--- config.mk ---
export PLATFORM = sky130hd
export DESIGN_NAME = learn_costs
export DESIGN_NICKNAME = d
export VERILOG_FILES = /design/src/logic/route_pkg.sv /design/src/logic/learn_costs.sv
export SDC_FILE = /design/constraint.sdc
export NUM_CORES = 1
export LEC_CHECK = 0
export ABC_AREA = 1
export BUFFER_PORTS_ARGS = -buffer_cell sky130_fd_sc_hd__buf_4
export CORE_MARGIN = 10
export CORE_UTILIZATION = 47
export DETAILED_ROUTE_END_ITERATION = 16
export PLACE_DENSITY_LB_ADDON = 0.05
export RECOVER_POWER = 100
export SETUP_SLACK_MARGIN = 0.5
export SLEW_MARGIN = 10
export SYNTH_ARGS = -nofsm -noshare
export SYNTH_HDL_FRONTEND = slang
export SYNTH_SLANG_ARGS = --single-unit
export TNS_END_PERCENT = 100
--- constraint.sdc ---
create_clock -name clock -period 2.26 [get_ports clock]
set_clock_uncertainty 0.05 [all_clocks]
set_input_delay 0.452 -clock clock [delete_from_list [all_inputs] [get_ports clock]]
set_output_delay 0.452 -clock clock [all_outputs]
set_load 0.05 [all_outputs]
--- src/logic/route_pkg.sv ---
`default_nettype none

package route_pkg;

	typedef logic [15:0] word_t;
	typedef logic [15:0] node_id_t;
	// lower q value is better
	typedef logic [15:0] cost_t;
	typedef logic [10:0] mem_addr_t;
	typedef logic [5:0] nbr_idx_t;
	// neighbor count is one bit wider than an index
	typedef logic [$bits(nbr_idx_t):0] nbr_cnt_t;

	localparam mem_addr_t NBR_COUNT_ADDR = 11'h000;
	localparam mem_addr_t NBR_BASE = 11'h010;
	localparam mem_addr_t BETTER_COUNT_ADDR = 11'h1FF;
	localparam mem_addr_t BETTER_BASE = 11'h200;

	// word offsets inside one four-word neighbor entry
	localparam logic [1:0] FLD_ID = 2'd0;
	localparam logic [1:0] FLD_CLUSTER = 2'd1;
	localparam logic [1:0] FLD_BATTERY = 2'd2;
	localparam logic [1:0] FLD_COST = 2'd3;

	localparam node_id_t NO_HOP = 16'hFFFF;

	function automatic mem_addr_t nbr_addr(input nbr_cnt_t idx, input logic [1:0] fld);
		return NBR_BASE + mem_addr_t'({idx, fld});
	endfunction

	// stored count never exceeds the table depth
	function automatic nbr_cnt_t clamp_count(input word_t raw, input int limit);
		if (raw > word_t'(limit)) begin
			return nbr_cnt_t'(limit);
		end
		return nbr_cnt_t'(raw);
	endfunction

endpackage

`default_nettype wire

--- src/logic/learn_costs.sv ---
`timescale 1ns/1ps
`default_nettype none

module learn_costs #(
	parameter int max_neighbors = 64
) (
	input wire clock,
	input wire nrst,
	input wire go,
	input wire route_pkg::node_id_t pkt_src,
	input wire route_pkg::node_id_t pkt_cluster,
	input wire route_pkg::word_t pkt_battery,
	input wire route_pkg::cost_t pkt_cost,
	output route_pkg::mem_addr_t mem_addr,
	output logic mem_we,
	output route_pkg::word_t mem_wdata,
	input wire route_pkg::word_t mem_rdata,
	output logic finished
);
	import route_pkg::*;

	typedef enum logic [2:0] {
		s_idle,
		s_count,
		s_read_id,
		s_compare,
		s_write,
		s_write_count,
		s_finish
	} learn_state_t;

	learn_state_t state;
	nbr_cnt_t count;
	nbr_cnt_t idx;
	logic [1:0] fld;
	logic append;

	always_ff @(posedge clock) begin
		if (!nrst) begin
			state <= s_idle;
		end else begin
			case (state)
				// count address is already on the bus in idle
				s_idle: if (go) state <= s_count;
				s_count: begin
					count <= clamp_count(mem_rdata, max_neighbors);
					idx <= '0;
					state <= s_read_id;
				end
				s_read_id: begin
					if (idx != count) begin
						state <= s_compare;
					end else if (count < max_neighbors) begin
						append <= 1'b1;
						fld <= FLD_ID;
						state <= s_write;
					end else begin
						// packet dropped when the table is full
						state <= s_finish;
					end
				end
				s_compare: begin
					if (mem_rdata == pkt_src) begin
						append <= 1'b0;
						fld <= FLD_CLUSTER;
						state <= s_write;
					end else begin
						idx <= idx + 1'b1;
						state <= s_read_id;
					end
				end
				s_write: begin
					fld <= fld + 1'b1;
					if (fld == FLD_COST) begin
						state <= append ? s_write_count : s_finish;
					end
				end
				s_write_count: state <= s_finish;
				default: state <= s_idle;
			endcase
		end
	end

	always_comb begin
		mem_addr = nbr_addr(idx, fld);
		mem_we = 1'b0;
		case (fld)
			FLD_ID: mem_wdata = pkt_src;
			FLD_CLUSTER: mem_wdata = pkt_cluster;
			FLD_BATTERY: mem_wdata = pkt_battery;
			default: mem_wdata = pkt_cost;
		endcase
		case (state)
			s_idle: mem_addr = NBR_COUNT_ADDR;
			s_read_id: mem_addr = nbr_addr(idx, FLD_ID);
			s_write: mem_we = 1'b1;
			s_write_count: begin
				mem_addr = NBR_COUNT_ADDR;
				mem_we = 1'b1;
				mem_wdata = word_t'(count + 1'b1);
			end
			default: ;
		endcase
	end

	assign finished = (state == s_finish);

endmodule

`default_nettype wire

# After elaboration in Yosys (flattened, before gate mapping)
# Index checks and enable logic that the tools add are counted.
# word_totals
output_inout_bits,29
regBits,20
wordCells,67
in_bits,83
# op_classes
mux,26
reduce_logical,12
magnitude_cmp,2
n_eq_ne,17
addsub,5
# op_table
operator,n
16-bit one-hot mux with 3 select lines,1
7-bit two-way mux,3
5-bit by 9-bit adder with 10-bit output (first input constant),2
10-bit one-hot mux with 2 select lines,1
3-bit one-hot mux with 6 select lines,1
16-bit equality test,1
16-bit by 7-bit > comparator with 1-bit output (second input constant),1
16-bit two-way mux,1
7-bit one-hot mux with 2 select lines,1
3-bit two-way mux,4
2-bit inequality test (second input constant),6
2-bit two-way mux,5
5-bit AND reduction,2
3-bit equality test (second input constant),3
7-bit by 1-bit adder with 8-bit output (second input constant),1
7-bit by 1-bit adder with 7-bit output (second input constant),1
7-bit < comparator (second input constant),1
1-bit two-way mux,7
7-bit inequality test,1
3-bit by 2-bit equality test with 1-bit output (second input constant),2
2-bit one-hot mux with 3 select lines,1
2-bit equality test (second input constant),2
2-bit AND reduction,2
2-bit nonzero test,2
9 further kinds,10

# Logic depth before layout (Yosys ltp)
# logic_depth
word_depth,5
mapped_depth,11
mapped_depth_nobuf,11

# Worst setup path after synthesis
# OpenSTA, ideal clock, no wires.
# synth_timing
path_type,register to output
start,register state[2]
end,output mem_wdata[6]
arrival_ps,2241
slack_ps,-483
path_stages_with_launch,7
n_path_buf,2
required_ps,1758
cell_sequence,dfxtp_1 -> inv_2 -> nor2_4 -> nand2_2 -> buf_6 -> buf_8 -> o21ai_0
# synth_between
elab_chain_cells,2
# synth_lines
element,line,source
start: declaration,learn_costs.sv:32,learn_state_t state;
start signal: assignment,learn_costs.sv:40,state <= s_idle;
start signal: assignment,learn_costs.sv:44,s_idle: if (go) state <= s_count;
start signal: assignment,learn_costs.sv:48,state <= s_read_id;
3-bit equality test,learn_costs.sv:93,case (state)
16-bit two-way mux,learn_costs.sv:93,
end: declaration,learn_costs.sv:16,"output route_pkg::word_t mem_wdata,"
# No other way between the ends.

# Worst setup path after layout
# layout_timing
start,register fld[0]
end,output mem_wdata[6]
# layout_between
elab_chain_cells,3
word_cells_on_any_way,5
classes_between,eq/ne (2); mux (2); reduce/logical (1)
# layout_lines
element,line,source
start: declaration,learn_costs.sv:35,logic [1:0] fld;
start signal: assignment,learn_costs.sv:73,fld <= fld + 1'b1;
2-bit equality test (tied with other cells),learn_costs.sv:87,case (fld)
16-bit one-hot mux with 3 select lines *,learn_costs.sv:87,
16-bit two-way mux *,learn_costs.sv:93,
# Every way passes the cells marked *; elsewhere a longest branch is shown, timed or not.

==> report_table.html <==
<table>
<tr><th>Metric</th><th>Value</th></tr>
<tr><th colspan="2">Global routing</th></tr>
<tr><td>Pin count of the biggest net entering global routing</td><td>20</td></tr>
<tr><td>Congestion Overflow GR</td><td>0</td></tr>
<tr><td>Initial antenna violation count</td><td>0</td></tr>
<tr><td>Number of global-route vias before repair</td><td>2,892</td></tr>
<tr><td>Wire length of the first global-routing pass</td><td>14.77 mm</td></tr>
<tr><td>Overall fraction of global-route tracks in use</td><td>0.2429</td></tr>
<tr><th colspan="2">Synth</th></tr>
<tr><td>Most area-consuming cells after synthesis</td><td>edfxtp_1 (23%), nand2_1 (18%), inv_1 (11%), nor2_1 (7.6%), a21oi_1 (4.9%)</td></tr>
<tr><td>Synth top cells by count</td><td>nand2_1 (108), inv_1 (63), nor2_1 (45)</td></tr>
<tr><td>Most instantiated flip-flop cell in the synthesis netlist</td><td>edfxtp_1</td></tr>
<tr><td>Post-synth ARST share</td><td>0</td></tr>
<tr><td>Syn Std Cell Area</td><td>0.002230 mm²</td></tr>
<tr><td>Number of synthesized flops with an enable pin</td><td>17</td></tr>
<tr><td>Area share of the leading cell type in the synthesized netlist</td><td>0.2290</td></tr>
<tr><td>Syn Nets</td><td>461</td></tr>
<tr><td>Mean instance size in the synthesized netlist</td><td>6.010 µm²</td></tr>
<tr><td>Cell type with the highest aggregate area in the netlist</td><td>edfxtp_1</td></tr>
<tr><td>Number of synthesis warnings</td><td>0</td></tr>
<tr><td>Number of storage elements in the synthesis netlist</td><td>20</td></tr>
<tr><td>Cell variety after synth</td><td>32</td></tr>
<tr><td>Seq/Total Area, Yosys</td><td>0.2559</td></tr>
<tr><td>Mapped Cells</td><td>371</td></tr>
<tr><td>Most repeated cell in the gate-level netlist after synthesis</td><td>nand2_1</td></tr>
<tr><th colspan="2">Detailed routing</th></tr>
<tr><td>Total detailed-routing wirelength</td><td>14.87 mm</td></tr>
<tr><td>Iter 0 DRT Violations</td><td>691</td></tr>
<tr><td>Detailed-router iteration count before antenna repair</td><td>8</td></tr>
<tr><td>DR DRC count</td><td>0</td></tr>
<tr><td>Final ANT Viol Nets</td><td>0</td></tr>
<tr><td>DR vias</td><td>3,795</td></tr>
<tr><td>WL per Instance</td><td>26.31 µm</td></tr>
<tr><td>Via-per-instance ratio</td><td>6.717</td></tr>
<tr><th colspan="2">Floorplan</th></tr>
<tr><td>I/O pin total</td><td>112</td></tr>
<tr><td>Die width</td><td>88.88 µm</td></tr>
<tr><td>Die height</td><td>88.88 µm</td></tr>
<tr><td>Number of placement rows</td><td>24</td></tr>
<tr><td>Core box area</td><td>0.004474 mm²</td></tr>
<tr><td>Effective utilization at floorplan</td><td>0.4983</td></tr>
<tr><td>Total die area</td><td>0.007899 mm²</td></tr>
<tr><th colspan="2">Power</th></tr>
<tr><td>Switching Fraction</td><td>0.4098</td></tr>
<tr><td>Share of total power in combinational logic</td><td>0.564</td></tr>
<tr><td>Switching pwr</td><td>0.7868 mW</td></tr>
<tr><td>Largest voltage drop on the vdd net</td><td>0.4117 mV</td></tr>
<tr><td>Sequential cell fraction of total power</td><td>0.238</td></tr>
<tr><td>Fraction of power consumed by the clock network</td><td>0.198</td></tr>
<tr><td>Total power after layout</td><td>1.920 mW</td></tr>
<tr><td>Pwr per Cell Area</td><td>454.9 mW/mm²</td></tr>
<tr><td>LEAKAGE</td><td>2.006 nW</td></tr>
<tr><td>Internal Power</td><td>1.133 mW</td></tr>
<tr><th colspan="2">Setup path</th></tr>
<tr><td>Maximum fanout count along the critical path</td><td>8</td></tr>
<tr><td>CP Capture Type</td><td>output pin</td></tr>
<tr><td>Required arrival time at the worst endpoint</td><td>1760 ps</td></tr>
<tr><td>Data arrival time of the critical path</td><td>1980 ps</td></tr>
<tr><td>Path type of the worst setup path</td><td>flop to output pin</td></tr>
<tr><td>Kind of start point of the critical path</td><td>flop</td></tr>
<tr><th colspan="2">Cells and area</th></tr>
<tr><td>Number of fill cells in the layout</td><td>130</td></tr>
<tr><td>Number of inserted diodes</td><td>0</td></tr>
<tr><td>Final-stage net count</td><td>604</td></tr>
<tr><td>Layout cell share with drive strength beyond 1</td><td>0.4659</td></tr>
<tr><td>Final std cells w/o fill</td><td>565</td></tr>
<tr><td>Area growth syn-to-layout</td><td>89.34%</td></tr>
<tr><td>Post-layout utilization of the core</td><td>0.9435</td></tr>
<tr><th colspan="2">CTS</th></tr>
<tr><td>CTS root buf</td><td>clkbuf_8</td></tr>
<tr><td>Clock edge transition at the registers on the reported setup and hold paths</td><td>90 ps</td></tr>
<tr><td>Clock Tree Buf Depth</td><td>2</td></tr>
<tr><td>Number of buffers added by the clock tree synthesis step</td><td>3</td></tr>
<tr><td>Hold-fix buffer count after cts</td><td>0</td></tr>
<tr><td>CTS tree</td><td>yes</td></tr>
<tr><td>H-tree levels</td><td>1</td></tr>
<tr><td>Clock sink count</td><td>20</td></tr>
<tr><td>Worst skew pair latency</td><td>270 ps</td></tr>
<tr><th colspan="2">Placed design</th></tr>
<tr><td>Placer Congestion</td><td>0.9548</td></tr>
<tr><td>Number of placed instances, taps included</td><td>525</td></tr>
<tr><td>Placed wire-length estimate after detailed placement</td><td>6.902 mm</td></tr>
<tr><td>Number of buffer cells added on primary ports</td><td>110</td></tr>
<tr><th colspan="2">Job</th></tr>
<tr><td>Number of maximum-capacitance constraint violations</td><td>0</td></tr>
<tr><th colspan="2">Worst hold path</th></tr>
<tr><td>Min-delay worst type</td><td>input pin to flop</td></tr>
<tr><th colspan="2">Timing</th></tr>
<tr><td>WHS</td><td>507.7 ps</td></tr>
<tr><td>Final worst-path setup slack</td><td>-218.0 ps</td></tr>
<tr><td>Time the final worst path needs with I/O delays and setup</td><td>2478 ps</td></tr>
<tr><td>Final count of negative-setup-slack endpoints</td><td>16</td></tr>
<tr><td>Accumulated negative setup slack</td><td>-1795 ps</td></tr>
<tr><td>Slew of the pin with the lowest slew margin</td><td>684.8 ps</td></tr>
<tr><td>Slew Limit Fails</td><td>0</td></tr>
<tr><td>F_max</td><td>0.4036 GHz</td></tr>
<tr><td>Final period utilization</td><td>1.096</td></tr>
<tr><td>Max transition margin</td><td>0.5387</td></tr>
<tr><td>Count of final hold-check violations</td><td>0</td></tr>
<tr><td>Unrepaired setup endpoints after global routing</td><td>yes</td></tr>
<tr><th colspan="2">Run status</th></tr>
<tr><td>Run status</td><td>finished with violations</td></tr>
<tr><td>Violated checks</td><td>setup timing</td></tr>
</table>
==> power groups by stage <==
| stage | Combinational (mW) | Clock (mW) | Sequential [mW] |
|---|---|---|---|
| 2_1_floorplan | 0.454 | 0 | 0.442 |
| 3_3_place_gp | 0.663 | 0 | 0.458 |
| 3_5_place_dp | 0.673 | 0 | 0.459 |
| 4_1_cts | 0.814 | 0.364 | 0.447 |
| 5_1_grt | 1.11 | 0.388 | 0.457 |
| 6_report | 1.08 | 0.379 | 0.458 |
==> final cells by class <==
| class | count | area (µm²) | area share |
|---|---|---|---|
| tap | 52 | 65.06 | 0.01541 |
| inverter | 64 | 257.7 | 0.06106 |
| timing repair buffer | 153 | 1401 | 0.3319 |
| clock inverter | 1 | 30.03 | 0.007113 |
| multi-input combinational | 272 | 1844 | 0.4369 |
| clock buffer | 3 | 41.29 | 0.009781 |
| sequential | 20 | 581.8 | 0.1378 |
==> kinds of logic (layout without fill, tap and decap cells) <==
logic type               count (synthesis)  count (layout)  synth area share
flip-flops                              20              20            0.2559
AND/OR/NAND/NOR                        189             189            0.3490
AO/OA/AOI/OAI                           63              63            0.1599
other                                    1               1          0.001682
XOR/XNOR                                12              12           0.04714
buffers and inverters                   79             221            0.1470
adder cells (fa/ha/maj)                  7               7           0.03928
==> metal layers <==
metal  share of wire  vias to the layer above  GRT usage
li1                -                     1473          -
met1            0.31                     1694     0.2694
met2            0.45                      456     0.4521
met3            0.14                      172    0.05055
met4            0.10                        0    0.07048
met5               0                        -          0
==> worst max-delay path: stages, from the launching register on <==
cell	delay, ps
edfxtp_1	480
inv_2	130
ha_4	200
buf_6	140
a21oi_1	190
nand3_1	170
o211ai_1	150
o21ai_2	90
buf_6	160
==> registers in the layout, indices dropped and copies added, names as in the netlist <==
name,flops
count,7
fld,2
idx,7
append,1
state,3
==> layout by cell type (no fill, tap or decap), types with 3 or more instances in the layout <==
master | synthesis | final
buf_4 | 2 | 103
nand2_1 | 108 | 90
inv_1 | 63 | 56
buf_6 | 1 | 35
nor2_1 | 45 | 32
nand3_1 | 19 | 18
edfxtp_1 | 17 | 17
nand2_2 | 1 | 15
nor2_4 | 1 | 12
a21oi_1 | 22 | 11
buf_8 | 1 | 11
o21ai_0 | 22 | 9
a31oi_4 | 0 | 8
o211ai_1 | 8 | 8
xnor2_1 | 8 | 8
o21ai_1 | 0 | 7
a21oi_4 | 0 | 7
o21ai_2 | 0 | 5
ha_4 | 0 | 5
inv_2 | 1 | 4
nand2_4 | 0 | 4
a21oi_2 | 0 | 4
xor2_1 | 4 | 4
nand4_1 | 4 | 4
nor3_2 | 0 | 3
clkbuf_8 | 0 | 3
dfxtp_4 | 0 | 3
==> stage by stage <==
stage | setup slack [ps] | instance area, µm²
2_1_floorplan | 187.5 | 2577
3_3_place_gp | 219.0 | 3346
3_5_place_dp | 153.6 | 3346
4_1_cts | 12.91 | 3874
5_1_grt | -272.4 | 4222
6_report | -218.0 | 4222
==> what timing repair did <==
action,4_1_cts,5_1_grt
gates cloned,2,1
pin swaps,6,11
hold endpoints to repair,0,0
gates resized for setup,77,57
endpoints found under the setup margin,26,40
setup buffers,21,12
==> path summary, 6_finish.rpt <==
path,from,endpoint,slack (ps),cells past startpoint
max,fld[0]$_DFFE_PP_,mem_wdata[6],-220,8
max reg2reg,idx[3]$_SDFFCE_PN0P_,fld[0]$_DFFE_PP_,120,8
min reg2reg,idx[0]$_SDFFCE_PN0P_,idx[0]$_SDFFCE_PN0P_,630,1
min,mem_rdata[3],count[3]$_SDFFCE_PN0P_,510,3
(Power assumes the default switching activity.)
