<file path="config.mk">
export PLATFORM = sky130hd
export DESIGN_NAME = route_engine
export DESIGN_NICKNAME = d
export VERILOG_FILES = /design/src/logic/route_pkg.sv /design/src/logic/ctrl_pkg.sv /design/src/logic/route_engine.sv
export SDC_FILE = /design/constraint.sdc
export NUM_CORES = 1
export LEC_CHECK = 0
export BUFFER_PORTS_ARGS = -buffer_cell sky130_fd_sc_hd__buf_2
export CORE_ASPECT_RATIO = 0.8
export CORE_MARGIN = 8
export CORE_UTILIZATION = 37
export CTS_CLUSTER_SIZE = 10
export DETAILED_ROUTE_END_ITERATION = 16
export GPL_TIMING_DRIVEN = 0
export PLACE_DENSITY = 0.83
export SLEW_MARGIN = 20
export SYNTH_ARGS = -nofsm -noshare
export SYNTH_HDL_FRONTEND = slang
export SYNTH_SLANG_ARGS = --single-unit
</file>
<file path="constraint.sdc">
create_clock -name clock -period 1.6 [get_ports clock]
set_input_delay 0.08 -clock clock [delete_from_list [all_inputs] [get_ports clock]]
set_output_delay 0.08 -clock clock [all_outputs]
set_load 0.03 [all_outputs]
</file>
<file path="src/logic/route_pkg.sv">
`default_nettype none

package route_pkg;

	typedef logic [15:0] word_t;
	typedef logic [15:0] node_id_t;
	// lower q value is better
	typedef logic [15:0] cost_t;
	typedef logic [10:0] mem_addr_t;
	typedef logic [5:0] nbr_idx_t;
	// neighbor count is one bit wider than an index
	typedef logic [$bits(nbr_idx_t):0] nbr_cnt_t;

	localparam mem_addr_t NBR_COUNT_ADDR = 11'h000;
	localparam mem_addr_t NBR_BASE = 11'h010;
	localparam mem_addr_t BETTER_COUNT_ADDR = 11'h1FF;
	localparam mem_addr_t BETTER_BASE = 11'h200;

	// word offsets inside one four-word neighbor entry
	localparam logic [1:0] FLD_ID = 2'd0;
	localparam logic [1:0] FLD_CLUSTER = 2'd1;
	localparam logic [1:0] FLD_BATTERY = 2'd2;
	localparam logic [1:0] FLD_COST = 2'd3;

	localparam node_id_t NO_HOP = 16'hFFFF;

	function automatic mem_addr_t nbr_addr(input nbr_cnt_t idx, input logic [1:0] fld);
		return NBR_BASE + mem_addr_t'({idx, fld});
	endfunction

	// stored count never exceeds the table depth
	function automatic nbr_cnt_t clamp_count(input word_t raw, input int limit);
		if (raw > word_t'(limit)) begin
			return nbr_cnt_t'(limit);
		end
		return nbr_cnt_t'(raw);
	endfunction

endpackage

`default_nettype wire

</file>
<file path="src/logic/ctrl_pkg.sv">
`default_nettype none

package ctrl_pkg;

	typedef enum logic [2:0] {
		st_idle,
		st_learn,
		st_find,
		st_choose,
		st_done
	} engine_state_t;

	// apb byte offsets
	localparam logic [12:0] REG_CTRL = 13'h000;
	localparam logic [12:0] REG_STATUS = 13'h004;
	localparam logic [12:0] REG_MY_ID = 13'h008;
	localparam logic [12:0] REG_MY_CLUSTER = 13'h00C;
	localparam logic [12:0] REG_MY_COST = 13'h010;
	localparam logic [12:0] REG_EPSILON = 13'h014;
	localparam logic [12:0] REG_PKT_SRC = 13'h018;
	localparam logic [12:0] REG_PKT_CLUSTER = 13'h01C;
	localparam logic [12:0] REG_PKT_BATTERY = 13'h020;
	localparam logic [12:0] REG_PKT_COST = 13'h024;
	localparam logic [12:0] REG_NEXT_HOP = 13'h028;
	// node memory window starts here
	localparam logic [12:0] MEM_WINDOW = 13'h1000;

	localparam int CTRL_START = 0;
	localparam int STAT_BUSY = 0;
	localparam int STAT_DONE = 1;
	localparam int STAT_HOP_VALID = 2;

endpackage

`default_nettype wire

</file>
<file path="src/logic/route_engine.sv">
`timescale 1ns/1ps
`default_nettype none

module route_engine (
	input wire clock,
	input wire nrst,
	input wire start,
	output logic busy,
	output logic done,
	output logic learn_go,
	output logic find_go,
	output logic choose_go,
	input wire learn_fin,
	input wire find_fin,
	input wire choose_fin,
	input wire route_pkg::mem_addr_t learn_addr,
	input wire learn_we,
	input wire route_pkg::word_t learn_wdata,
	input wire route_pkg::mem_addr_t find_addr,
	input wire find_we,
	input wire route_pkg::word_t find_wdata,
	input wire route_pkg::mem_addr_t choose_addr,
	input wire choose_we,
	input wire route_pkg::word_t choose_wdata,
	input wire route_pkg::mem_addr_t apb_addr,
	input wire apb_we,
	input wire route_pkg::word_t apb_wdata,
	output route_pkg::mem_addr_t mem_addr,
	output logic mem_we,
	output route_pkg::word_t mem_wdata
);
	import ctrl_pkg::*;

	engine_state_t state;

	always_ff @(posedge clock) begin
		if (!nrst) begin
			state <= st_idle;
			learn_go <= 1'b0;
			find_go <= 1'b0;
			choose_go <= 1'b0;
		end else begin
			learn_go <= 1'b0;
			find_go <= 1'b0;
			choose_go <= 1'b0;
			case (state)
				st_idle, st_done: begin
					if (start) begin
						state <= st_learn;
						learn_go <= 1'b1;
					end
				end
				st_learn: begin
					if (learn_fin) begin
						state <= st_find;
						find_go <= 1'b1;
					end
				end
				st_find: begin
					if (find_fin) begin
						state <= st_choose;
						choose_go <= 1'b1;
					end
				end
				st_choose: if (choose_fin) state <= st_done;
				default: state <= st_idle;
			endcase
		end
	end

	assign busy = (state == st_learn) || (state == st_find) || (state == st_choose);
	assign done = (state == st_done);

	// port goes to the active stage, to apb otherwise
	always_comb begin
		case (state)
			st_learn: begin
				mem_addr = learn_addr;
				mem_we = learn_we;
				mem_wdata = learn_wdata;
			end
			st_find: begin
				mem_addr = find_addr;
				mem_we = find_we;
				mem_wdata = find_wdata;
			end
			st_choose: begin
				mem_addr = choose_addr;
				mem_we = choose_we;
				mem_wdata = choose_wdata;
			end
			default: begin
				mem_addr = apb_addr;
				mem_we = apb_we;
				mem_wdata = apb_wdata;
			end
		endcase
	end

endmodule

`default_nettype wire

</file>
== Yosys cells after proc, flatten, opt, wreduce, memory -nomap -nowiden ==
Cells that the tools add are included.
Cells by class
  $mul: 0
  muxes and demuxes: 11
  bitwise logic cells: 0
  $add $sub $neg: 0
  reductions and logical operators: 8
  shifts and indexed selects: 0
  order comparisons: 0
  div/mod/pow operators: 0
  equality and inequality tests: 8
Operator list (count)
  $pmux W16 S3: 1
  $pmux W11 S3: 1
  $mux W3: 4
  $pmux W3 S4: 1
  $ne A2 B2 Y1 const B: 4
  $eq A3 B2 Y1 const B: 2
  $reduce_and A2 Y1: 3
  $reduce_and A4 Y1: 1
  $eq A3 B1 Y1 const B: 1
  $eq A3 B3 Y1 const B: 1
  $logic_not A3 Y1: 1
  $mux W1: 3
  $pmux W1 S3: 1
  $logic_or A1 B1 Y1: 2
  $reduce_or A2 Y1: 1
Storage, ports and cells
  memories: 0
  bits in registers: 6
  memory bits (writable): 0
  output and inout port bits: 33
  logic and storage cells: 31
  ROM bits: 0
  bits in latches: 0

== Depth between registers and ports, before layout ==
Gate-level depths: netlist of the first run.
  depth after elaboration: 4
  gate-level depth with buffers: 6
  mapped depth without buffers: 3

== Worst setup path after synthesis of the first run ==
Ideal clock, no wire load.
  path kind: flip-flop to output port
  start: register state[2]
  end: output mem_addr[0]
  stages on the path, launching flop included: 6
  path buffers: 2
  data arrival time: 1.450 ns
  slack: 0.070 ns
  path through: dfxtp_1 -> buf_2 -> nor2b_1 -> buf_2 -> a21oi_1 -> o21ai_0
On the way
  cells in the longest elaborated chain, start to end: 2
Ends and longest elaborated chain
  from (decl): line route_engine.sv:34  | engine_state_t state;
  from (signal assigned): line route_engine.sv:38  | state <= st_idle;
  from (signal assigned): line route_engine.sv:49  | state <= st_learn;
  from (signal assigned): line route_engine.sv:55  | state <= st_find;
  $eq A3 B2 Y1 / $eq A3 B1 Y1 (equally long branches): line route_engine.sv:76  | case (state)
  $pmux W11 S3 *: line route_engine.sv:76
  to (decl): line route_engine.sv:28  | output route_pkg::mem_addr_t mem_addr,
Every way passes the cells marked *; elsewhere a longest branch is shown, timed or not.

== Worst setup path after layout of the first run ==
  start: register state[1]
  end: output mem_wdata[11]
On the way
  cells in the longest elaborated chain, start to end: 2
Ends and longest elaborated chain
  $eq A3 B2 Y1 / $eq A3 B1 Y1 (equally long branches): line route_engine.sv:76
  $pmux W16 S3 *: line route_engine.sv:76
  to (decl): line route_engine.sv:30  | output route_pkg::word_t mem_wdata
Marked as above.

==> flow_summary.json, run 1 <==
{
  "status": "finished, violations left",
  "failed_checks": "negative setup slack",
  "grt_max_degree": 11,
  "vdd.ir_drop.worst_v": 0.000494,
  "grt_overflow": 0,
  "async_flop_share_pct": 0,
  "root_buffer": "clkbuf_8",
  "final_cell_mix": "buf_2 (125), buf_4 (34), nor2b_1 (29), a21oi_1 (29)",
  "whs_ps": 114,
  "path_class": "flip-flop to primary output",
  "p_sw_uw": 718,
  "holdCritPathClass": "input port to flip-flop",
  "synth_flop_cell": "dfxtp_1",
  "synth_top_area_share_pct": 24.9,
  "initial_core_util_pct": 39.1,
  "io_buffers": 150,
  "drv_slew": 0,
  "report.power.total_uw": 1610,
  "finalWorstSetupSlack_ps": -66.3,
  "dieWidth_um": 87.4,
  "r2r-start": "state[1]",
  "critPathLaunch": "state[1]",
  "core_area_um2": 3850,
  "post_drt_wl_per_cell_um": 17.2,
  "die_h_um": 73.1,
  "drv_cap": 0,
  "viasPerCell": 5.29,
  "antenna_cells": 0,
  "place.gp.congestion": 0.825,
  "netlist-cell-type-count": 27,
  "grt_pass1_wl_um": 10000,
  "final_antenna_net_count": 0,
  "p_leak_uw": 0.00133,
  "seqPwrFrac_pct": 10.1,
  "layout.cells.most_common": "buf_2",
  "synth-edff-count": 0,
  "fmax_mhz": 600,
  "finalClockSkew_ps": 4.00,
  "post-route-util_pct": 70.8,
  "r2r_slack_ps": 200,
  "drt-initial-drc-count": 78,
  "synth.cell_area_um2": 1510,
  "nets": 467,
  "holdBufCountCts": 0,
  "cts_tree": "built",
  "required_ps": 1520,
  "h-tree-depth": 1,
  "clk_pin_slew_worst_paths_ps": 40,
  "intPower_uw": 892,
  "layout-drive-gt1-share_pct": 68.9,
  "yosysSeqAreaShare_pct": 7.97,
  "ys_seq_elements": 6,
  "tightest_slew_ps": 504,
  "cts_buffer_depth": 2,
  "power_frac_comb_pct": 75.8,
  "synth_top_cell_by_area": "mux2_4",
  "ioPinCount": 151,
  "areaGrowthSynthToFinish_pct": 80.9,
  "hpwl_um": 5070,
  "antenna_found_initial": 0,
  "cellPowerDensity_nw_per_um2": 590,
  "cts_buffers": 3,
  "end_kind": "primary output",
  "die_area_um2": 6390,
  "hold_violations": 0,
  "setup_viol": 20,
  "yosysWarnings": 0,
  "place_ws_ps": 86.3,
  "syn-num-nets": 306,
  "r2r_cells": 6,
  "period_share_pct": 104,
  "ys_top_cells_by_area": "mux2_4 (25%), nor2b_1 (13%), a21oi_1 (9.6%)",
  "avgSynthCellArea_um2": 8.02,
  "syn_inst": 188,
  "crit_path_end": "mem_wdata[11]",
  "first_global_vias": 2163,
  "period_minus_slack_ps": 1670,
  "critPathMaxFanout": 6,
  "slew_headroom_pct": 66.4,
  "rows": 20,
  "drt_pass1_iterations": 4,
  "switching_share_pct": 44.6,
  "cp-start-kind": "flip-flop",
  "rr_endpoint": "state[0]",
  "vias": 2127,
  "hp-start": "find_fin",
  "clock_latency_ps": 220,
  "grt_usage_pct": 19.0,
  "wl_um": 6910,
  "power.share.clock_pct": 14.0,
  "rsz0062_at_grt": "true",
  "arrival_ps": 1590,
  "drc_errors": 0,
  "clock_sinks": 6
}
stage by stage:
step	area [um2]	setup TNS (ps)	std cells
detailed placement	2330	0	393
global placement	2330	0	393
CTS	2550	-1080	398
floorplan	1510	0	188
finish	2730	-512	402
global route	2730	-1800	402
cells in the mapped netlist, types with 2 or more instances:
library cell / number
mux2_4: 25
buf_2: 7
clkbuf_1: 5
nor2_1: 3
o21ai_1: 26
nor2b_1: 32
buf_6: 4
a21oi_1: 29
a22oi_1: 19
mux2_2: 3
buf_4: 3
o21ai_0: 2
a22oi_2: 10
and3_1: 2
dfxtp_1: 6
repair_timing:
action	CTS	global route
cloned	0	3
buffers inserted	2	1
pin swaps	2	26
gates resized for setup	51	31
endpoints found under the setup margin	27	29
area by class of cell:
type,count,area (um2)
repair buffers,156,935
clock buffers,3,41.3
well taps,55,68.8
plain buffers,21,189
multi-input cells,161,1370
fillers,335,1130
flip-flops and latches,6,124
routing by layer:
layer  GRT usage [%]  wire length (um)  vias up
met5               0                 0        -
met4            3.04                68        0
met3            4.61               574        6
met2            35.5              3540      106
met1            21.4              2720      991
li1                -                 -     1024
power groups by stage:
| stage | combinational (uW) | sequential, uW | clock (uW) |
|---|---|---|---|
| final | 1220 | 163 | 226 |
| after global routing | 1300 | 164 | 238 |
| after global placement | 1010 | 163 | 0 |
| after CTS | 1140 | 162 | 226 |
| after floorplan | 676 | 171 | 0 |
| after detailed placement | 1020 | 164 | 0 |
worst min path at each step:
stage / endpoint / slack, ps / depth (start not counted)
after floorplan: state[0] / 210 / 2
after CTS: choose_go / 120 / 3
after detailed placement: learn_go / 340 / 2
after global routing: learn_go / 120 / 2
final: choose_go / 110 / 3
after global placement: learn_go / 330 / 2
state kept, by name, summed over array words and instances (netlist names):
| name | count |
|---|---|
| learn_go | 1 |
| state | 3 |
| find_go | 1 |
| choose_go | 1 |
worst max-delay path, cell delays in order (launching register included):
cell and delay (ps):
dfxtp_4 360, buf_12 140, buf_8 140, mux2_4 310, a22oi_2 140, o21ai_1 90, buf_4 190
cell families (layout without fill, tap and decap cells):
kind of cell | Yosys count | after routing | synth area share (%)
compound gates | 89 | 89 | 38.3
simple gates | 44 | 44 | 18.0
mux | 28 | 28 | 27.1
buf+inv | 21 | 180 | 8.63
flops | 6 | 6 | 7.97
(Power assumes the default switching activity.)
==> run 2, diff against run 1 <==
--- a/config.mk
+++ b/config.mk
@@ -12,7 +12,8 @@
 export CTS_CLUSTER_SIZE = 10
 export DETAILED_ROUTE_END_ITERATION = 16
 export GPL_TIMING_DRIVEN = 0
-export PLACE_DENSITY = 0.83
+export MAX_ROUTING_LAYER = met4
+export PLACE_DENSITY = 0.87
 export SLEW_MARGIN = 20
 export SYNTH_ARGS = -nofsm -noshare
 export SYNTH_HDL_FRONTEND = slang
==> flow_summary.json, run 2 (synthesis gave the netlist of run 1 again) <==
{
  "crit_chain": "buf_12 -> buf_16 -> mux2_4 -> a22oi_2 -> o21ai_1 -> buf_4",
  "post_drt_wl_per_cell_um": 17.3,
  "critPathTopFamily": "buffers and inverters",
  "cp_slowest_cell": "dfxtp_4",
  "period_minus_slack_ps": 1650,
  "cellPowerDensity_nw_per_um2": 591,
  "r2r_slack_ps": 120,
  "r2r-start": "state[1]",
  "p_leak_uw": 0.00133,
  "finalClockSkew_ps": 2.15,
  "seqPwrFrac_pct": 10.1,
  "drc_errors": 0,
  "slew_headroom_pct": 65.0,
  "die_h_um": 73.1,
  "largest_reg_flops": 3,
  "antenna_cells": 0,
  "clock_sinks": 6,
  "tightest_slew_ps": 525,
  "critPathMaxFanout": 8,
  "cts_buffers": 3,
  "hp-start": "start",
  "finalWorstSetupSlack_ps": -45.9,
  "hpwl_um": 5300,
  "rows": 20,
  "switching_share_pct": 44.6,
  "cts_buffer_depth": 2,
  "io_buffers": 150,
  "die_area_um2": 6390,
  "hold_violations": 0,
  "report.power.total_uw": 1610,
  "layout-drive-gt1-share_pct": 67.6,
  "failed_checks": "negative setup slack",
  "layout.cells.most_common": "buf_2",
  "holdCritPathClass": "input port to flip-flop",
  "min_to": "learn_go",
  "place.gp.congestion": 0.826,
  "clk_pin_slew_worst_paths_ps": 40,
  "h-tree-depth": 1,
  "initial_core_util_pct": 39.1,
  "final_antenna_net_count": 0,
  "clock_latency_ps": 220,
  "final_cell_mix": "buf_2 (126), buf_4 (35), nor2b_1 (31)",
  "post-route-util_pct": 70.7,
  "fmax_mhz": 608,
  "drt-initial-drc-count": 60,
  "grt_pass1_wl_um": 10400,
  "critPathBufInv": 3,
  "ioPinCount": 151,
  "p_sw_uw": 718,
  "wl_um": 7010,
  "viasPerCell": 5.27,
  "drv_cap": 0,
  "vias": 2128,
  "power.share.clock_pct": 13.9,
  "drv_slew": 0,
  "nets": 469,
  "path_class": "flip-flop to primary output",
  "areaGrowthSynthToFinish_pct": 80.7,
  "end_kind": "primary output",
  "arrival_ps": 1570,
  "grt_usage_pct": 20.6,
  "status": "finished, violations left",
  "power_frac_comb_pct": 76.0,
  "first_global_vias": 2256,
  "r2r_cells": 6,
  "root_buffer": "clkbuf_8",
  "grt_overflow": 0,
  "dieWidth_um": 87.4,
  "rsz0062_at_grt": "true",
  "cts_tree": "built",
  "cp_slowest_stage_delay_ps": 350,
  "core_area_um2": 3850,
  "vdd.ir_drop.worst_v": 0.000463,
  "cp-start-kind": "flip-flop",
  "period_share_pct": 103,
  "hold_depth": 2,
  "drt_pass1_iterations": 4,
  "grt_max_degree": 11,
  "top_register": "state",
  "antenna_found_initial": 0,
  "rr_endpoint": "state[0]",
  "setup_viol": 22,
  "required_ps": 1520,
  "intPower_uw": 892
}
run 2: worst max path at each step:
stage | startpoint | slack (ps) | cells after the start | endpoint
2_1_floorplan | state[2] | 70 | 5 | mem_addr[0]
3_3_place_gp | state[2] | 50 | 5 | mem_wdata[3]
3_5_place_dp | state[2] | 50 | 5 | mem_wdata[1]
4_1_cts | state[1] | -90 | 6 | mem_wdata[5]
5_1_grt | state[1] | -100 | 6 | mem_addr[6]
6_report | state[1] | -50 | 6 | mem_addr[6]
run 2: layout make-up:
type	instances	area, um2
Multi-Input combinational cell	161	1350
Clock buffer	3	41.3
Tap cell	55	68.8
Sequential cell	6	124
Fill cell	348	1130
Buffer	20	193
Timing Repair Buffer	159	943
run 2: what timing repair did:
item / CTS / global route
pin swaps: 7 / 19
gates resized for setup: 53 / 21
hold buffers: 0 / 0
endpoints found under the setup margin: 29 / 29
gates cloned: 2 / 2
buffers inserted: 3 / 2
run 2: power by group through the flow:
stage,clock (uW),sequential (uW),combinational [uW]
after global routing,243,164,1300
final,223,163,1220
after floorplan,0,171,676
after CTS,228,163,1160
after global placement,0,163,1010
after detailed placement,0,164,1030
run 2: routing by layer:
layer / track usage (%) / vias up / routed length (um)
met5: - / - / 0
met4: 7.98 / 0 / 136
met3: 3.37 / 16 / 562
met2: 34.9 / 131 / 3410
met1: 23.8 / 954 / 2900
li1: - / 1027 / -
run 2: metrics by stage:
stage	worst slack (ps)	hold slack, ps	setup TNS [ps]	cell area (um2)	std cells
after floorplan	70.4	209	0	1510	188
after global placement	51.1	336	0	2330	393
after detailed placement	49.7	340	0	2330	393
after CTS	-87.3	121	-1290	2580	401
after global routing	-103	135	-2100	2720	404
final	-45.9	123	-389	2720	404
