File: config.mk
export PLATFORM = sky130hd
export DESIGN_NAME = find_best
export DESIGN_NICKNAME = d
export VERILOG_FILES = /design/src/logic/route_pkg.sv /design/src/logic/find_best.sv
export SDC_FILE = /design/constraint.sdc
export NUM_CORES = 1
export LEC_CHECK = 0
export BUFFER_PORTS_ARGS = -buffer_cell sky130_fd_sc_hd__buf_2
export CORE_UTILIZATION = 30
export CTS_BUF_LIST = sky130_fd_sc_hd__clkbuf_8
export DETAILED_ROUTE_END_ITERATION = 6
export PLACE_DENSITY_LB_ADDON = 0.25
export SLEW_MARGIN = 40
export SYNTH_ARGS = -nofsm -noshare
export SYNTH_HDL_FRONTEND = slang
export SYNTH_SLANG_ARGS = --single-unit
File: constraint.sdc
create_clock -name clock -period 6.3 [get_ports clock]
set_input_delay 0.315 -clock clock [delete_from_list [all_inputs] [get_ports clock]]
set_output_delay 0.315 -clock clock [all_outputs]
set_load 0.005 [all_outputs]
File: src/logic/route_pkg.sv
`default_nettype none

package route_pkg;

	typedef logic [15:0] word_t;
	typedef logic [15:0] node_id_t;
	// lower q value is better
	typedef logic [15:0] cost_t;
	typedef logic [10:0] mem_addr_t;
	typedef logic [5:0] nbr_idx_t;
	// neighbor count is one bit wider than an index
	typedef logic [$bits(nbr_idx_t):0] nbr_cnt_t;

	localparam mem_addr_t NBR_COUNT_ADDR = 11'h000;
	localparam mem_addr_t NBR_BASE = 11'h010;
	localparam mem_addr_t BETTER_COUNT_ADDR = 11'h1FF;
	localparam mem_addr_t BETTER_BASE = 11'h200;

	// word offsets inside one four-word neighbor entry
	localparam logic [1:0] FLD_ID = 2'd0;
	localparam logic [1:0] FLD_CLUSTER = 2'd1;
	localparam logic [1:0] FLD_BATTERY = 2'd2;
	localparam logic [1:0] FLD_COST = 2'd3;

	localparam node_id_t NO_HOP = 16'hFFFF;

	function automatic mem_addr_t nbr_addr(input nbr_cnt_t idx, input logic [1:0] fld);
		return NBR_BASE + mem_addr_t'({idx, fld});
	endfunction

	// stored count never exceeds the table depth
	function automatic nbr_cnt_t clamp_count(input word_t raw, input int limit);
		if (raw > word_t'(limit)) begin
			return nbr_cnt_t'(limit);
		end
		return nbr_cnt_t'(raw);
	endfunction

endpackage

`default_nettype wire

File: src/logic/find_best.sv
`timescale 1ns/1ps
`default_nettype none

module find_best #(
	parameter int max_neighbors = 64
) (
	input wire clock,
	input wire nrst,
	input wire go,
	input wire route_pkg::node_id_t my_cluster,
	input wire route_pkg::cost_t my_cost,
	output route_pkg::mem_addr_t mem_addr,
	output logic mem_we,
	output route_pkg::word_t mem_wdata,
	input wire route_pkg::word_t mem_rdata,
	output route_pkg::node_id_t best_id,
	output logic best_valid,
	output route_pkg::nbr_cnt_t better_count,
	output logic finished
);
	import route_pkg::*;

	typedef enum logic [3:0] {
		s_idle,
		s_count,
		s_read_cluster,
		s_read_cost,
		s_eval,
		s_write_better,
		s_write_count,
		s_read_best,
		s_get_best,
		s_finish
	} find_state_t;

	find_state_t state;
	nbr_cnt_t count;
	nbr_cnt_t idx;
	nbr_cnt_t best_idx;
	cost_t best_q;
	logic same;

	always_ff @(posedge clock) begin
		if (!nrst) begin
			state <= s_idle;
			best_valid <= 1'b0;
		end else begin
			case (state)
				s_idle: begin
					if (go) begin
						best_valid <= 1'b0;
						better_count <= '0;
						state <= s_count;
					end
				end
				s_count: begin
					count <= clamp_count(mem_rdata, max_neighbors);
					idx <= '0;
					state <= s_read_cluster;
				end
				s_read_cluster: state <= (idx == count) ? s_write_count : s_read_cost;
				s_read_cost: begin
					same <= (mem_rdata == my_cluster);
					state <= s_eval;
				end
				s_eval: begin
					// strict compare keeps the lowest index on a tie
					if (same && (!best_valid || mem_rdata < best_q)) begin
						best_valid <= 1'b1;
						best_q <= mem_rdata;
						best_idx <= idx;
					end
					if (same && mem_rdata < my_cost) begin
						state <= s_write_better;
					end else begin
						idx <= idx + 1'b1;
						state <= s_read_cluster;
					end
				end
				s_write_better: begin
					better_count <= better_count + 1'b1;
					idx <= idx + 1'b1;
					state <= s_read_cluster;
				end
				s_write_count: state <= best_valid ? s_read_best : s_finish;
				s_read_best: state <= s_get_best;
				s_get_best: begin
					best_id <= mem_rdata;
					state <= s_finish;
				end
				default: state <= s_idle;
			endcase
		end
	end

	always_comb begin
		mem_addr = nbr_addr(idx, FLD_CLUSTER);
		mem_we = 1'b0;
		mem_wdata = word_t'(idx);
		case (state)
			s_idle: mem_addr = NBR_COUNT_ADDR;
			s_read_cost: mem_addr = nbr_addr(idx, FLD_COST);
			s_write_better: begin
				mem_addr = BETTER_BASE + mem_addr_t'(better_count);
				mem_we = 1'b1;
			end
			s_write_count: begin
				mem_addr = BETTER_COUNT_ADDR;
				mem_we = 1'b1;
				mem_wdata = word_t'(better_count);
			end
			s_read_best: mem_addr = nbr_addr(best_idx, FLD_ID);
			default: ;
		endcase
	end

	assign finished = (state == s_finish);

endmodule

`default_nettype wire

# Word-level counts from Yosys, hierarchy flattened
# Cells that the tools add are included.
dict set report word_totals {
  wordCells 69
  input_bits 51
  regBits 66
}
dict set report op_classes {
  order_cmp 3
  n_eq_ne 14
  addsub 6
  reduce_logical 17
  muxes 20
}
# cell n
set op_table {}
lappend op_table {{$pmux W11 S5} 1}
lappend op_table {{$mux W7} 5}
lappend op_table {{$lt A16 B16 Y1} 2}
lappend op_table {{$pmux W4 S8} 1}
lappend op_table {{$add A5 B9 Y10 const A} 3}
lappend op_table {{$pmux W7 S3} 1}
lappend op_table {{$eq A16 B16 Y1} 1}
lappend op_table {{$eq A4 B3 Y1 const B} 4}
lappend op_table {{$gt A16 B7 Y1 const B} 1}
lappend op_table {{$add A7 B1 Y7 const B} 2}
lappend op_table {{$pmux W7 S2} 1}
lappend op_table {{$reduce_and A3 Y1} 4}
lappend op_table {{$add A10 B7 Y11 const A} 1}
lappend op_table {{$eq A4 B2 Y1 const B} 2}
lappend op_table {{$eq A4 B4 Y1 const B} 2}
lappend op_table {{$mux W4} 2}
lappend op_table {{$eq A7 B7 Y1} 1}
lappend op_table {{$mux W1} 6}
lappend op_table {{$mux W3} 2}
lappend op_table {{$ne A2 B2 Y1 const B} 3}
lappend op_table {{$reduce_and A2 Y1} 3}
lappend op_table {{$eq A4 B1 Y1 const B} 1}
lappend op_table {{$logic_not A4 Y1} 1}
lappend op_table {{$reduce_bool A2 Y1} 2}
lappend op_table {{6 further kinds} 8}

# Logic depth before layout (Yosys ltp)
# Gate-level depths: netlist (run 1).
dict set report depth {
  depth_word 5
  depth_mapped 7
  depth_no_buf 7
}

# Worst setup path before layout (run 1)
# OpenSTA, ideal clock, no wires.
dict set report synth_timing {
  kind {flip-flop to flip-flop}
  startpoint {register best_q[9]}
  endpoint {register best_idx[0] (enable)}
  path_stages_with_launch 7
  setup_slack_ns 3.437
  setup_ns 0.412
  arrival_ns 2.451
  period_less_slack_ns 2.863
  path_buffers 0
  path_cell_list {edfxtp_1 > inv_1 > ha_1 > and3_1 > a2111oi_0 > o31ai_1 > o22ai_1}
}
dict set report synth_via {
  elab_chain_cells 4
}
# element line_no
set synth_lines {}
lappend synth_lines {{start: declaration} find_best.sv:40} ;# cost_t best_q;
lappend synth_lines {{start signal: assignment} find_best.sv:70} ;# best_q <= mem_rdata;
lappend synth_lines {{$lt A16 B16 Y1} find_best.sv:68} ;# if (same && (!best_valid || mem_rdata < best_q)) begin
lappend synth_lines {{$logic_or A1 B1 Y1} find_best.sv:68}
lappend synth_lines {{$logic_and A1 B1 Y1} find_best.sv:68}
lappend synth_lines {{$reduce_and A3 Y1 (no source line)} n/a}
lappend synth_lines {{end signal: assignment} find_best.sv:71} ;# best_idx <= idx;
lappend synth_lines {{end: declaration} find_best.sv:39} ;# nbr_cnt_t best_idx;
# Every way passes these cells.
# A chain may end at the register's enable or synchronous reset.

# Final worst setup path (run 1)
dict set report layout_timing {
  startpoint {register state[2]}
  endpoint {output port mem_wdata[2]}
}
dict set report layout_via {
  elab_chain_cells 2
}
# element line_no
set layout_lines {}
lappend layout_lines {{start: declaration} find_best.sv:36} ;# find_state_t state;
lappend layout_lines {{start signal: assignment} find_best.sv:45} ;# state <= s_idle;
lappend layout_lines {{start signal: assignment} find_best.sv:53} ;# state <= s_count;
lappend layout_lines {{start signal: assignment} find_best.sv:59} ;# state <= s_read_cluster;
lappend layout_lines {{$eq A4 B3 Y1} find_best.sv:100} ;# case (state)
lappend layout_lines {{$mux W7} find_best.sv:100}
lappend layout_lines {{end: declaration} find_best.sv:14} ;# output route_pkg::word_t mem_wdata,
# Every way passes these cells.

==> flow_summary.ini, run 1 <==
[clock_network]
clk_latency_ps = 350
h-tree-depth = 3
post_cts_buffers = 0
cts.sinks = 66
cts_buffers = 9
postCtsResizedCells = 0
cts-root-buf = clkbuf_8
path_clk_slew_ps = 70
hold_buffers = 0
cts_tree = yes
cts.path.max_buffers = 2

[global_routing]
grt_pass1_vias = 3228
grt_max_degree = 26
grt.total_usage = 0.1583
gr-total-overflow = 0
antenna_found_initial = 0
grt_pass1_wl_um = 17200

[drt]
vias_per_cell = 4.921
dr.pass1.iters = 5
routed_wl_um = 10680
drt_iter0_markers = 177
wl_per_cell_um = 15.91
ant_nets = 0
drc = 0
vias = 3302

[layout]
final_area_sq_um = 4908
fin_nets = 575
register_area_sq_um = 1933
multi_input_area_sq_um = 1991
n_fill_cell = 1362
diodes = 0
drive_above_1_share = 0.2303
area_delta_synth_final_pct = 18.38

[worst_setup_path]
cp.arrival_ps = 2460
worst_setup_path_start_kind = flip-flop
cp_max_fo = 25
worstReg2RegEnd = best_q[1]
critPathRequiredTime_ps = 5980
worst_r2r_path_depth = 6
worstPathCellList = and2b_1, and3_1, mux2_1, buf_2
cp_slowest_cell = dfxtp_1
crit_type = flip-flop to output port
cp-end-kind = output port
slowest_delay_ps = 850
reg2reg_setup_slack_ps = 3730
r2r-start = state[2]

[timing]
finalHoldViolCount = 0
fin_crit_ps = 2773
tightest_slew_ps = 813.3
whs_ps = 243.6
report.final.slew_viol_count = 0
timing.fmax_mhz = 360.6
slew_headroom = 0.4571
fin_skew_ps = 12.55
setup_tns_ps = 0
period_share = 0.4402
setup_viol_count_final = 0
grt_setup_unrepaired = false

[synthesis]
synth_cells = 400
syn_area_sq_um = 4146
ys_top_cells_by_area = edfxtp_1 (44%), ha_1 (10%), xnor2_1 (5.3%)
yosysTopAreaCellShare = 0.4418
ys_types = 58
yosysSeqAreaShare = 0.4659
yosys_warnings = 0
syn_avg_cell_area_sq_um = 10.37
synth-edff-count = 61
synth_seq_cells = 66
yosysTopAreaCell = edfxtp_1
ys.flop_type = edfxtp_1
ys_async_sr_fraction = 0

[floorplanning]
io_pins = 104
die_w_um = 119.6
dieArea_sq_um = 14300
initial_core_util = 0.3106
row_count = 42
coreArea_sq_um = 13350
die_y_um = 119.6

[pwr]
power.internal_w = 0.0006842
sequentialPowerShare = 0.533
p_per_area_nw_per_um2 = 192.9
clock_power_share = 0.315
ir_drop_v = 0.0001612
p_sw_w = 0.0002626
leakage_nw = 2.057
switching_share = 0.2773
combPwrFrac = 0.153

[hold_path]
min_path_type = primary input to flip-flop
hold-path-cell-count = 1
holdPathEnd = best_q[9]
min_from = mem_rdata[9]

[placement]
postPlaceCellArea_sq_um = 4738
dpl.hpwl_um = 7908
gp_congestion = 0.7864
port_buffers = 93

[outcome]
status = finished clean

[run]
cap_viol_max_count = 0
-- Yosys cell counts, types with 2 or more instances --
cell type and instances:
a211oi_1 3, and3_1 5, buf_4 10, buf_2 4, nor2_1 37, o31ai_1 5
o21ai_1 3, dfxtp_1 5, ha_1 34, and2_1 5, xor2_1 13, nand3_1 14
inv_1 35, edfxtp_1 61, a22o_1 3, mux2_1 7, a21oi_1 26, a21o_1 3
o211ai_1 3, xnor2_1 25, o22a_1 2, a31oi_1 2, a311oi_1 2, nor4_1 5
clkbuf_1 7, nand2_1 23, nand2b_1 9, nor3_1 2, o22ai_1 2, or2_1 2
o21ai_0 7, nand4_1 10
-- worst max-delay path: cells and delay by family (launching register included) --
kind | cells | cell delay [ps]
buf+inv | 1 | 130
flops | 1 | 850
simple gates | 2 | 740
mux | 1 | 380
-- metal layers --
layer  vias to the layer above  track usage  routed length (um)
li1                       1601            -                   -
met1                      1584       0.2073                4893
met2                       108       0.2511                5078
met3                         9      0.04135                 562
met4                         0      0.05703                 142
met5                         -            0                   0
-- cells by family after synthesis --
logic type,after synthesis,synth area share
simple gates,124,0.1533
buf+inv,59,0.06578
compound gates,71,0.1123
mux,7,0.01901
xor+xnor,38,0.08027
other cells,1,0.0009044
fa+ha+maj,34,0.1026
flops,66,0.4659
-- sequential cells by signal, indices dropped and copies added (netlist names) --
| register | flops |
|---|---|
| same | 1 |
| count | 7 |
| best_q | 16 |
| best_valid | 1 |
| better_count | 7 |
| idx | 7 |
| best_idx | 7 |
| best_id | 16 |
| state | 4 |
-- power groups by stage --
stage / sequential [W] / clock (W) / combinational (W)
after floorplan: 0.000501 / 0 / 0.0000989
after global placement: 0.000514 / 0 / 0.000142
after detailed placement: 0.000514 / 0 / 0.000144
after CTS: 0.000504 / 0.000309 / 0.000146
after global routing: 0.000506 / 0.000324 / 0.000163
final: 0.000504 / 0.000298 / 0.000145
-- through the flow --
step	setup slack [ps]	total power, W	util	cells
finish	3527	0.0009468	0.3677	671
global route	3387	0.0009936	0.3677	671
CTS	3507	0.0009588	0.3664	670
detailed placement	3584	0.0006583	0.3550	654
global placement	3452	0.0006559	0.3544	654
floorplan	3437	0.0005997	-	409
-- layout make-up --
| type | count | share of cell area |
|---|---|---|
| inverter | 35 | 0.02677 |
| sequential | 66 | 0.3938 |
| clock inverter | 7 | 0.005863 |
| multi-input combinational | 284 | 0.4056 |
| clock buffer | 9 | 0.02524 |
| tap | 176 | 0.04486 |
| timing repair buffer | 94 | 0.09788 |
-- worst max path at each step --
stage | startpoint | to | slack [ps]
global placement | state[2] | best_q[1] | 3450
detailed placement | state[2] | best_q[1] | 3580
CTS | state[2] | mem_wdata[2] | 3510
finish | state[2] | mem_wdata[2] | 3530
floorplan | best_q[9] | best_idx[0] | 3440
global route | state[2] | mem_wdata[4] | 3390
-- layout by cell type, fill, tap and decap left out, types with 7 or more instances in the layout --
cell      instances
xnor2_1          25
a21oi_1          26
nand2_1          23
nor2_1           37
mux2_1            7
ha_1             34
clkbuf_8          9
xor2_1           13
inv_1            37
edfxtp_1         61
nand4_1          10
nand3_1          14
nand2b_1          9
o21ai_0           7
buf_2            93
conb_1           10
No activity file was read; power rests on OpenSTA's default activity.
==> inputs of run 2 (changes only) <==
ABC_AREA = 1   (was unset)
clock period = 2.5 ns   (was 6.3 ns; I/O delays follow)
==> run 2 against run 1 <==
Via count decreased by 1.4%. Critical path type unchanged. Combinational power rose to 4.2 times the previous value. Power grew to 3.0 times the previous value. Area after synthesis is 1.0% lower. Synthesized cell count rose by 11%. Sequential share of layout area decreased by 0.35 points. Die area fell by 1.0%. Critical endpoint is now mem_addr[6].
==> flow_summary.ini, run 2 <==
[outcome]
status = finished clean

[synthesis]
synth_compound_area_frac = 0.09421
synthTopCellsByCount = nand2_1 (76), inv_1 (75), edfxtp_1 (61), nor2_1 (40), ha_1 (34)
synth-edff-count = 61
yosysTopAreaCellShare = 0.4463
yosysSeqAreaShare = 0.4707
synth_cells = 445
synthAdderAreaFrac = 0.1037
yosysTopAreaCell = edfxtp_1
synth_seq_cells = 66
synth.most_common_cell = nand2_1
syn_area_sq_um = 4104
yosys_warnings = 0
syn_avg_cell_area_sq_um = 9.222
synthXorXnorAreaFrac = 0.05335
yosys.area_share.simple = 0.1771
synth_top_family_by_area = simple AND/OR/NAND/NOR gates
ys_async_sr_fraction = 0
ys_types = 39
ys_top_cells_by_area = edfxtp_1 (45%), ha_1 (10%), nand2_1 (7.0%)
synth.area.mux_share = 0
ys.flop_type = edfxtp_1

[drt]
vias = 3257
drt_iter0_markers = 94
routed_wl_um = 9420
ant_nets = 0
drc = 0
wl_per_cell_um = 12.89
dr.pass1.iters = 4
vias_per_cell = 4.456

[floorplanning]
initial_core_util = 0.3087
row_count = 42
die_y_um = 119.0
io_pins = 104
die_w_um = 119.0
dieArea_sq_um = 14150
coreArea_sq_um = 13300

[worst_setup_path]
cp_slowest_cell = dfxtp_1
crit_buf_inv = 3
worst_r2r_path_depth = 10
crit_path_end = mem_addr[6]
critPathRequiredTime_ps = 2380
crit_type = flip-flop to output port
worstPathCellList = inv_1, nand2_1, nor2_4, inv_1, nor2_1, a311oi_1, o21ai_1, buf_2
reg2reg_setup_slack_ps = 600
cp.arrival_ps = 2030
crit_path_start = state[1]
slowest_delay_ps = 390
cp.depth = 8
cp_max_fo = 11
worst_setup_path_start_kind = flip-flop
worstReg2RegEnd = best_q[1]
path_delay_family = buffers and inverters
path_common_cell = inv_1
cp-end-kind = output port
r2r-start = best_q[11]

[timing]
finalHoldViolCount = 0
setup_viol_count_final = 0
whs_ps = 51.65
fin_crit_ps = 2151
fin_skew_ps = 9.940
report.final.slew_viol_count = 0
period_share = 0.8604
grt_setup_unrepaired = false
tightest_slew_ps = 513.0
slew_headroom = 0.6567
timing.fmax_mhz = 464.9
setup_tns_ps = 0

[layout]
fin_util = 0.3723
fin_nets = 635
mostFrequentLayoutCells = buf_2 (93), nand2_1 (76), inv_1 (75)
top_regs = best_id (16), best_q (16)
diodes = 0
final_cells = 731
layout_commonest_cell = buf_2
final_area_sq_um = 4950
area_delta_synth_final_pct = 20.61
n_fill_cell = 1369
drive_above_1_share = 0.2342

[placement]
dpl.hpwl_um = 7377
postPlaceCellArea_sq_um = 4746
port_buffers = 93
gp_congestion = 0.8606
dp.cells = 713

[clock_network]
cts.sinks = 66
post_cts_buffers = 0
path_clk_slew_ps = 80
h-tree-depth = 3
clk_latency_ps = 350
cts.path.max_buffers = 2
cts_tree = yes
cts_buffers = 9
cts-root-buf = clkbuf_8

[pwr]
switching_share = 0.3022
leakage_nw = 2.257
power.internal_w = 0.001964
ir_drop_v = 0.0003976
combPwrFrac = 0.217
sequentialPowerShare = 0.473
clock_power_share = 0.310
p_sw_w = 0.0008503
p_per_area_nw_per_um2 = 568.5

[global_routing]
grt_max_degree = 21
grt.total_usage = 0.1444
grt_pass1_wl_um = 15860
gr-total-overflow = 0
grt_pass1_vias = 3194
antenna_found_initial = 0

[hold_path]
min_path_type = primary input to flip-flop

[run]
cap_viol_max_count = 0
==> run 2: metrics by stage <==
stage	setup WS (ps)	total power [W]
6_report	349.0	0.002814
5_1_grt	115.0	0.002984
4_1_cts	331.7	0.002854
3_5_place_dp	595.3	0.001964
3_3_place_gp	646.3	0.001957
2_1_floorplan	339.3	0.001735
==> run 2: final cells by class <==
| class | instances | area [sq um] | area share |
|---|---|---|---|
| multi-input combinational | 295 | 1802 | 0.3640 |
| sequential | 66 | 1932 | 0.3903 |
| clock buffer | 9 | 123.9 | 0.02503 |
| inverter | 79 | 296.5 | 0.05991 |
| clock inverter | 7 | 60.06 | 0.01213 |
| tap | 176 | 220.2 | 0.04449 |
| timing repair buffer | 99 | 515.5 | 0.1041 |
==> run 2: how the worst min path moves through the flow <==
stage,startpoint,end,slack (ps),depth (start not counted)
after global placement,mem_rdata[12],best_id[12],390,1
final,mem_rdata[10],best_q[10],50,1
after global routing,mem_rdata[10],best_q[10],30,1
after floorplan,mem_rdata[0],best_id[0],220,0
after detailed placement,mem_rdata[12],best_q[12],380,1
after CTS,mem_rdata[5],best_q[5],20,1
==> run 2: metal layers <==
layer	vias up	wire [um]	GRT usage
met5	-	0	0
met4	0	102	0.04035
met3	9	527	0.04358
met2	97	4217	0.2303
met1	1473	4574	0.1886
li1	1678	-	-
==> run 2: timing repair <==
item | in CTS | in global routing
endpoints found under the hold margin | 4 | 0
hold buffers | 2 | 0
gates resized for setup | 0 | 0
==> run 2: cell families (layout without fill, tap and decap cells) <==
group | after synthesis | in the layout
compound gates | 62 | 62
buf+inv | 93 | 194
simple gates | 164 | 164
other cells | 1 | 10
flops | 66 | 66
fa+ha+maj | 34 | 34
xor+xnor | 25 | 25
==> run 2: power by group through the flow <==
stage	Sequential, W	Combinational (W)	Clock [W]
2_1_floorplan	0.00133	0.000400	0
3_3_place_gp	0.00135	0.000603	0
3_5_place_dp	0.00136	0.000608	0
4_1_cts	0.00133	0.000613	0.000910
5_1_grt	0.00134	0.000693	0.000950
6_report	0.00133	0.000610	0.000873
==> inputs of run 3 (changes only) <==
==> constraint.sdc (replaced) <==
create_clock -name clock -period 2.5 [get_ports clock]
set_input_delay 0.25 -clock clock [delete_from_list [all_inputs] [get_ports clock]]
set_output_delay 0.25 -clock clock [all_outputs]
set_load 0.005 [all_outputs]
==> run 3 against run 2 <==
Power shrank 0.92%. Sequential cell count is the same. Clock power shrank 2.7%. Clock skew shrank 2.2 ps. Critical path depth is the same. Maximum frequency shrank 4.8%. Register-to-register slack lost 50 ps. Cell count shrank 0.27%. Wire length shrank 0.65%. Via count shrank 1.0%. Largest cell class unchanged.
==> flow_summary.ini, run 3 (synthesized netlist as in run 2, its figures left out) <==
[clock_network]
postCtsResizedCells = 0
clk_latency_ps = 360
post_cts_buffers = 0
hold_buffers = 0
path_clk_slew_ps = 70
cts_tree = yes
cts-root-buf = clkbuf_8
cts.path.max_buffers = 2
cts.sinks = 66
cts_buffers = 9
h-tree-depth = 3

[worst_setup_path]
crit_type = flip-flop to output port
critPathRequiredTime_ps = 2250
cp.arrival_ps = 2010
slowest_delay_ps = 380
cp_max_fo = 11
worst_setup_path_start_kind = flip-flop
worstPathCellList = inv_1, nand2_1, nor2_4, inv_1, nor2_1, a311oi_1, o21ai_1, buf_2
cp-end-kind = output port
path_common_cell = inv_1
cp_slowest_cell = dfxtp_1

[timing]
timing.fmax_mhz = 442.7
setup_ws_ps = 241.3
grt_setup_unrepaired = false
fin_crit_ps = 2259
fin_skew_ps = 7.767
tightest_slew_ps = 526.4
slew_headroom = 0.6477
report.final.slew_viol_count = 0
setup_tns_ps = 0
period_share = 0.9035
setup_viol_count_final = 0
finalHoldViolCount = 0

[placement]
port_buffers = 93
pre_cts_ws_ps = 452.5
dpl.hpwl_um = 7365
gp_congestion = 0.8107

[layout]
n_fill_cell = 1358
top_regs = best_id (16), best_q (16)
fin_nets = 633
multi_input_area_sq_um = 1802
mostFrequentLayoutCells = buf_2 (93), inv_1 (78), nand2_1 (76)
area_delta_synth_final_pct = 19.97
layout_commonest_cell = buf_2
register_area_sq_um = 1932
drive_above_1_share = 0.2297
diodes = 0

[run]
cap_viol_max_count = 0

[pwr]
leakage_nw = 2.257
p_per_area_nw_per_um2 = 566.3
ir_drop_v = 0.0002995

[outcome]
status = finished clean

[floorplanning]
row_count = 42
coreArea_sq_um = 13300
die_w_um = 119.0
die_y_um = 119.0
dieArea_sq_um = 14150
io_pins = 104
initial_core_util = 0.3087

[global_routing]
gr-total-overflow = 0
grt_pass1_vias = 3192
grt_max_degree = 21
grt_pass1_wl_um = 15640
grt.total_usage = 0.1444
antenna_found_initial = 0

[drt]
ant_nets = 0
drt_iter0_markers = 138
dr.pass1.iters = 7
vias = 3223
wl_per_cell_um = 12.84
routed_wl_um = 9359
drc = 0
vias_per_cell = 4.421

[hold_path]
min_path_type = primary input to flip-flop
==> run 3: cell count changes in the layout (fill, tap and decap cells not counted), sizes merged <==
| cell | previous run | this run |
|---|---|---|
| dlygate4sd3 | 2 | 0 |
| clkinvlp | 1 | 0 |
| inv | 78 | 81 |
| clkinv | 6 | 4 |
==> run 3: path summary, 6_finish.rpt <==
| kind | startpoint | end | slack, ps | cells after the start |
|---|---|---|---|---|
| setup / recovery | state[1] | mem_addr[6] | 240 | 8 |
| hold / removal | mem_rdata[12] | best_id[12] | 140 | 1 |
| setup reg to reg | best_q[11] | best_q[14] | 550 | 10 |
| hold reg to reg | best_valid | best_valid | 560 | 2 |
==> run 3: metal layers <==
layer,share of wire,global-route usage
met4,0.015,0.05301
met3,0.063,0.04502
met5,0,0
met2,0.45,0.2336
met1,0.47,0.1803
==> run 3: final cells by class <==
cell class,count,area share
Timing Repair Buffer,97,0.1006
Multi-Input combinational cell,295,0.3659
Tap cell,176,0.04473
Inverter,79,0.06023
Clock inverter,7,0.01093
Clock buffer,9,0.02516
Sequential cell,66,0.3924
==> run 3: worst max-delay path, delay by kind of cell, from the launching register on <==
kind                   cells  cell delay [ps]
buffers and inverters      3              580
DFF                        1              380
AOI/OAI and AO/OA          2              320
and+or+nand+nor            3              380
==> run 3: report_power, final <==
group	leakage, nW	switching (W)	internal (W)
logic	1.56	0.000360	0.000249
registers	0.596	0.0000638	0.00127
clock network	0.102	0.000408	0.000441
==> run 3: through the flow <==
stage	utilization	hold slack (ps)	power, W	std cells	area (sq um)
4_1_cts	0.3703	123.0	0.002832	729	4923
6_report	0.3703	143.2	0.002788	729	4923
5_1_grt	0.3703	133.2	0.002965	729	4923
3_3_place_gp	0.3570	508.5	0.001956	713	4746
2_1_floorplan	-	348.9	0.001735	454	4141
3_5_place_dp	0.3570	509.6	0.001968	713	4746
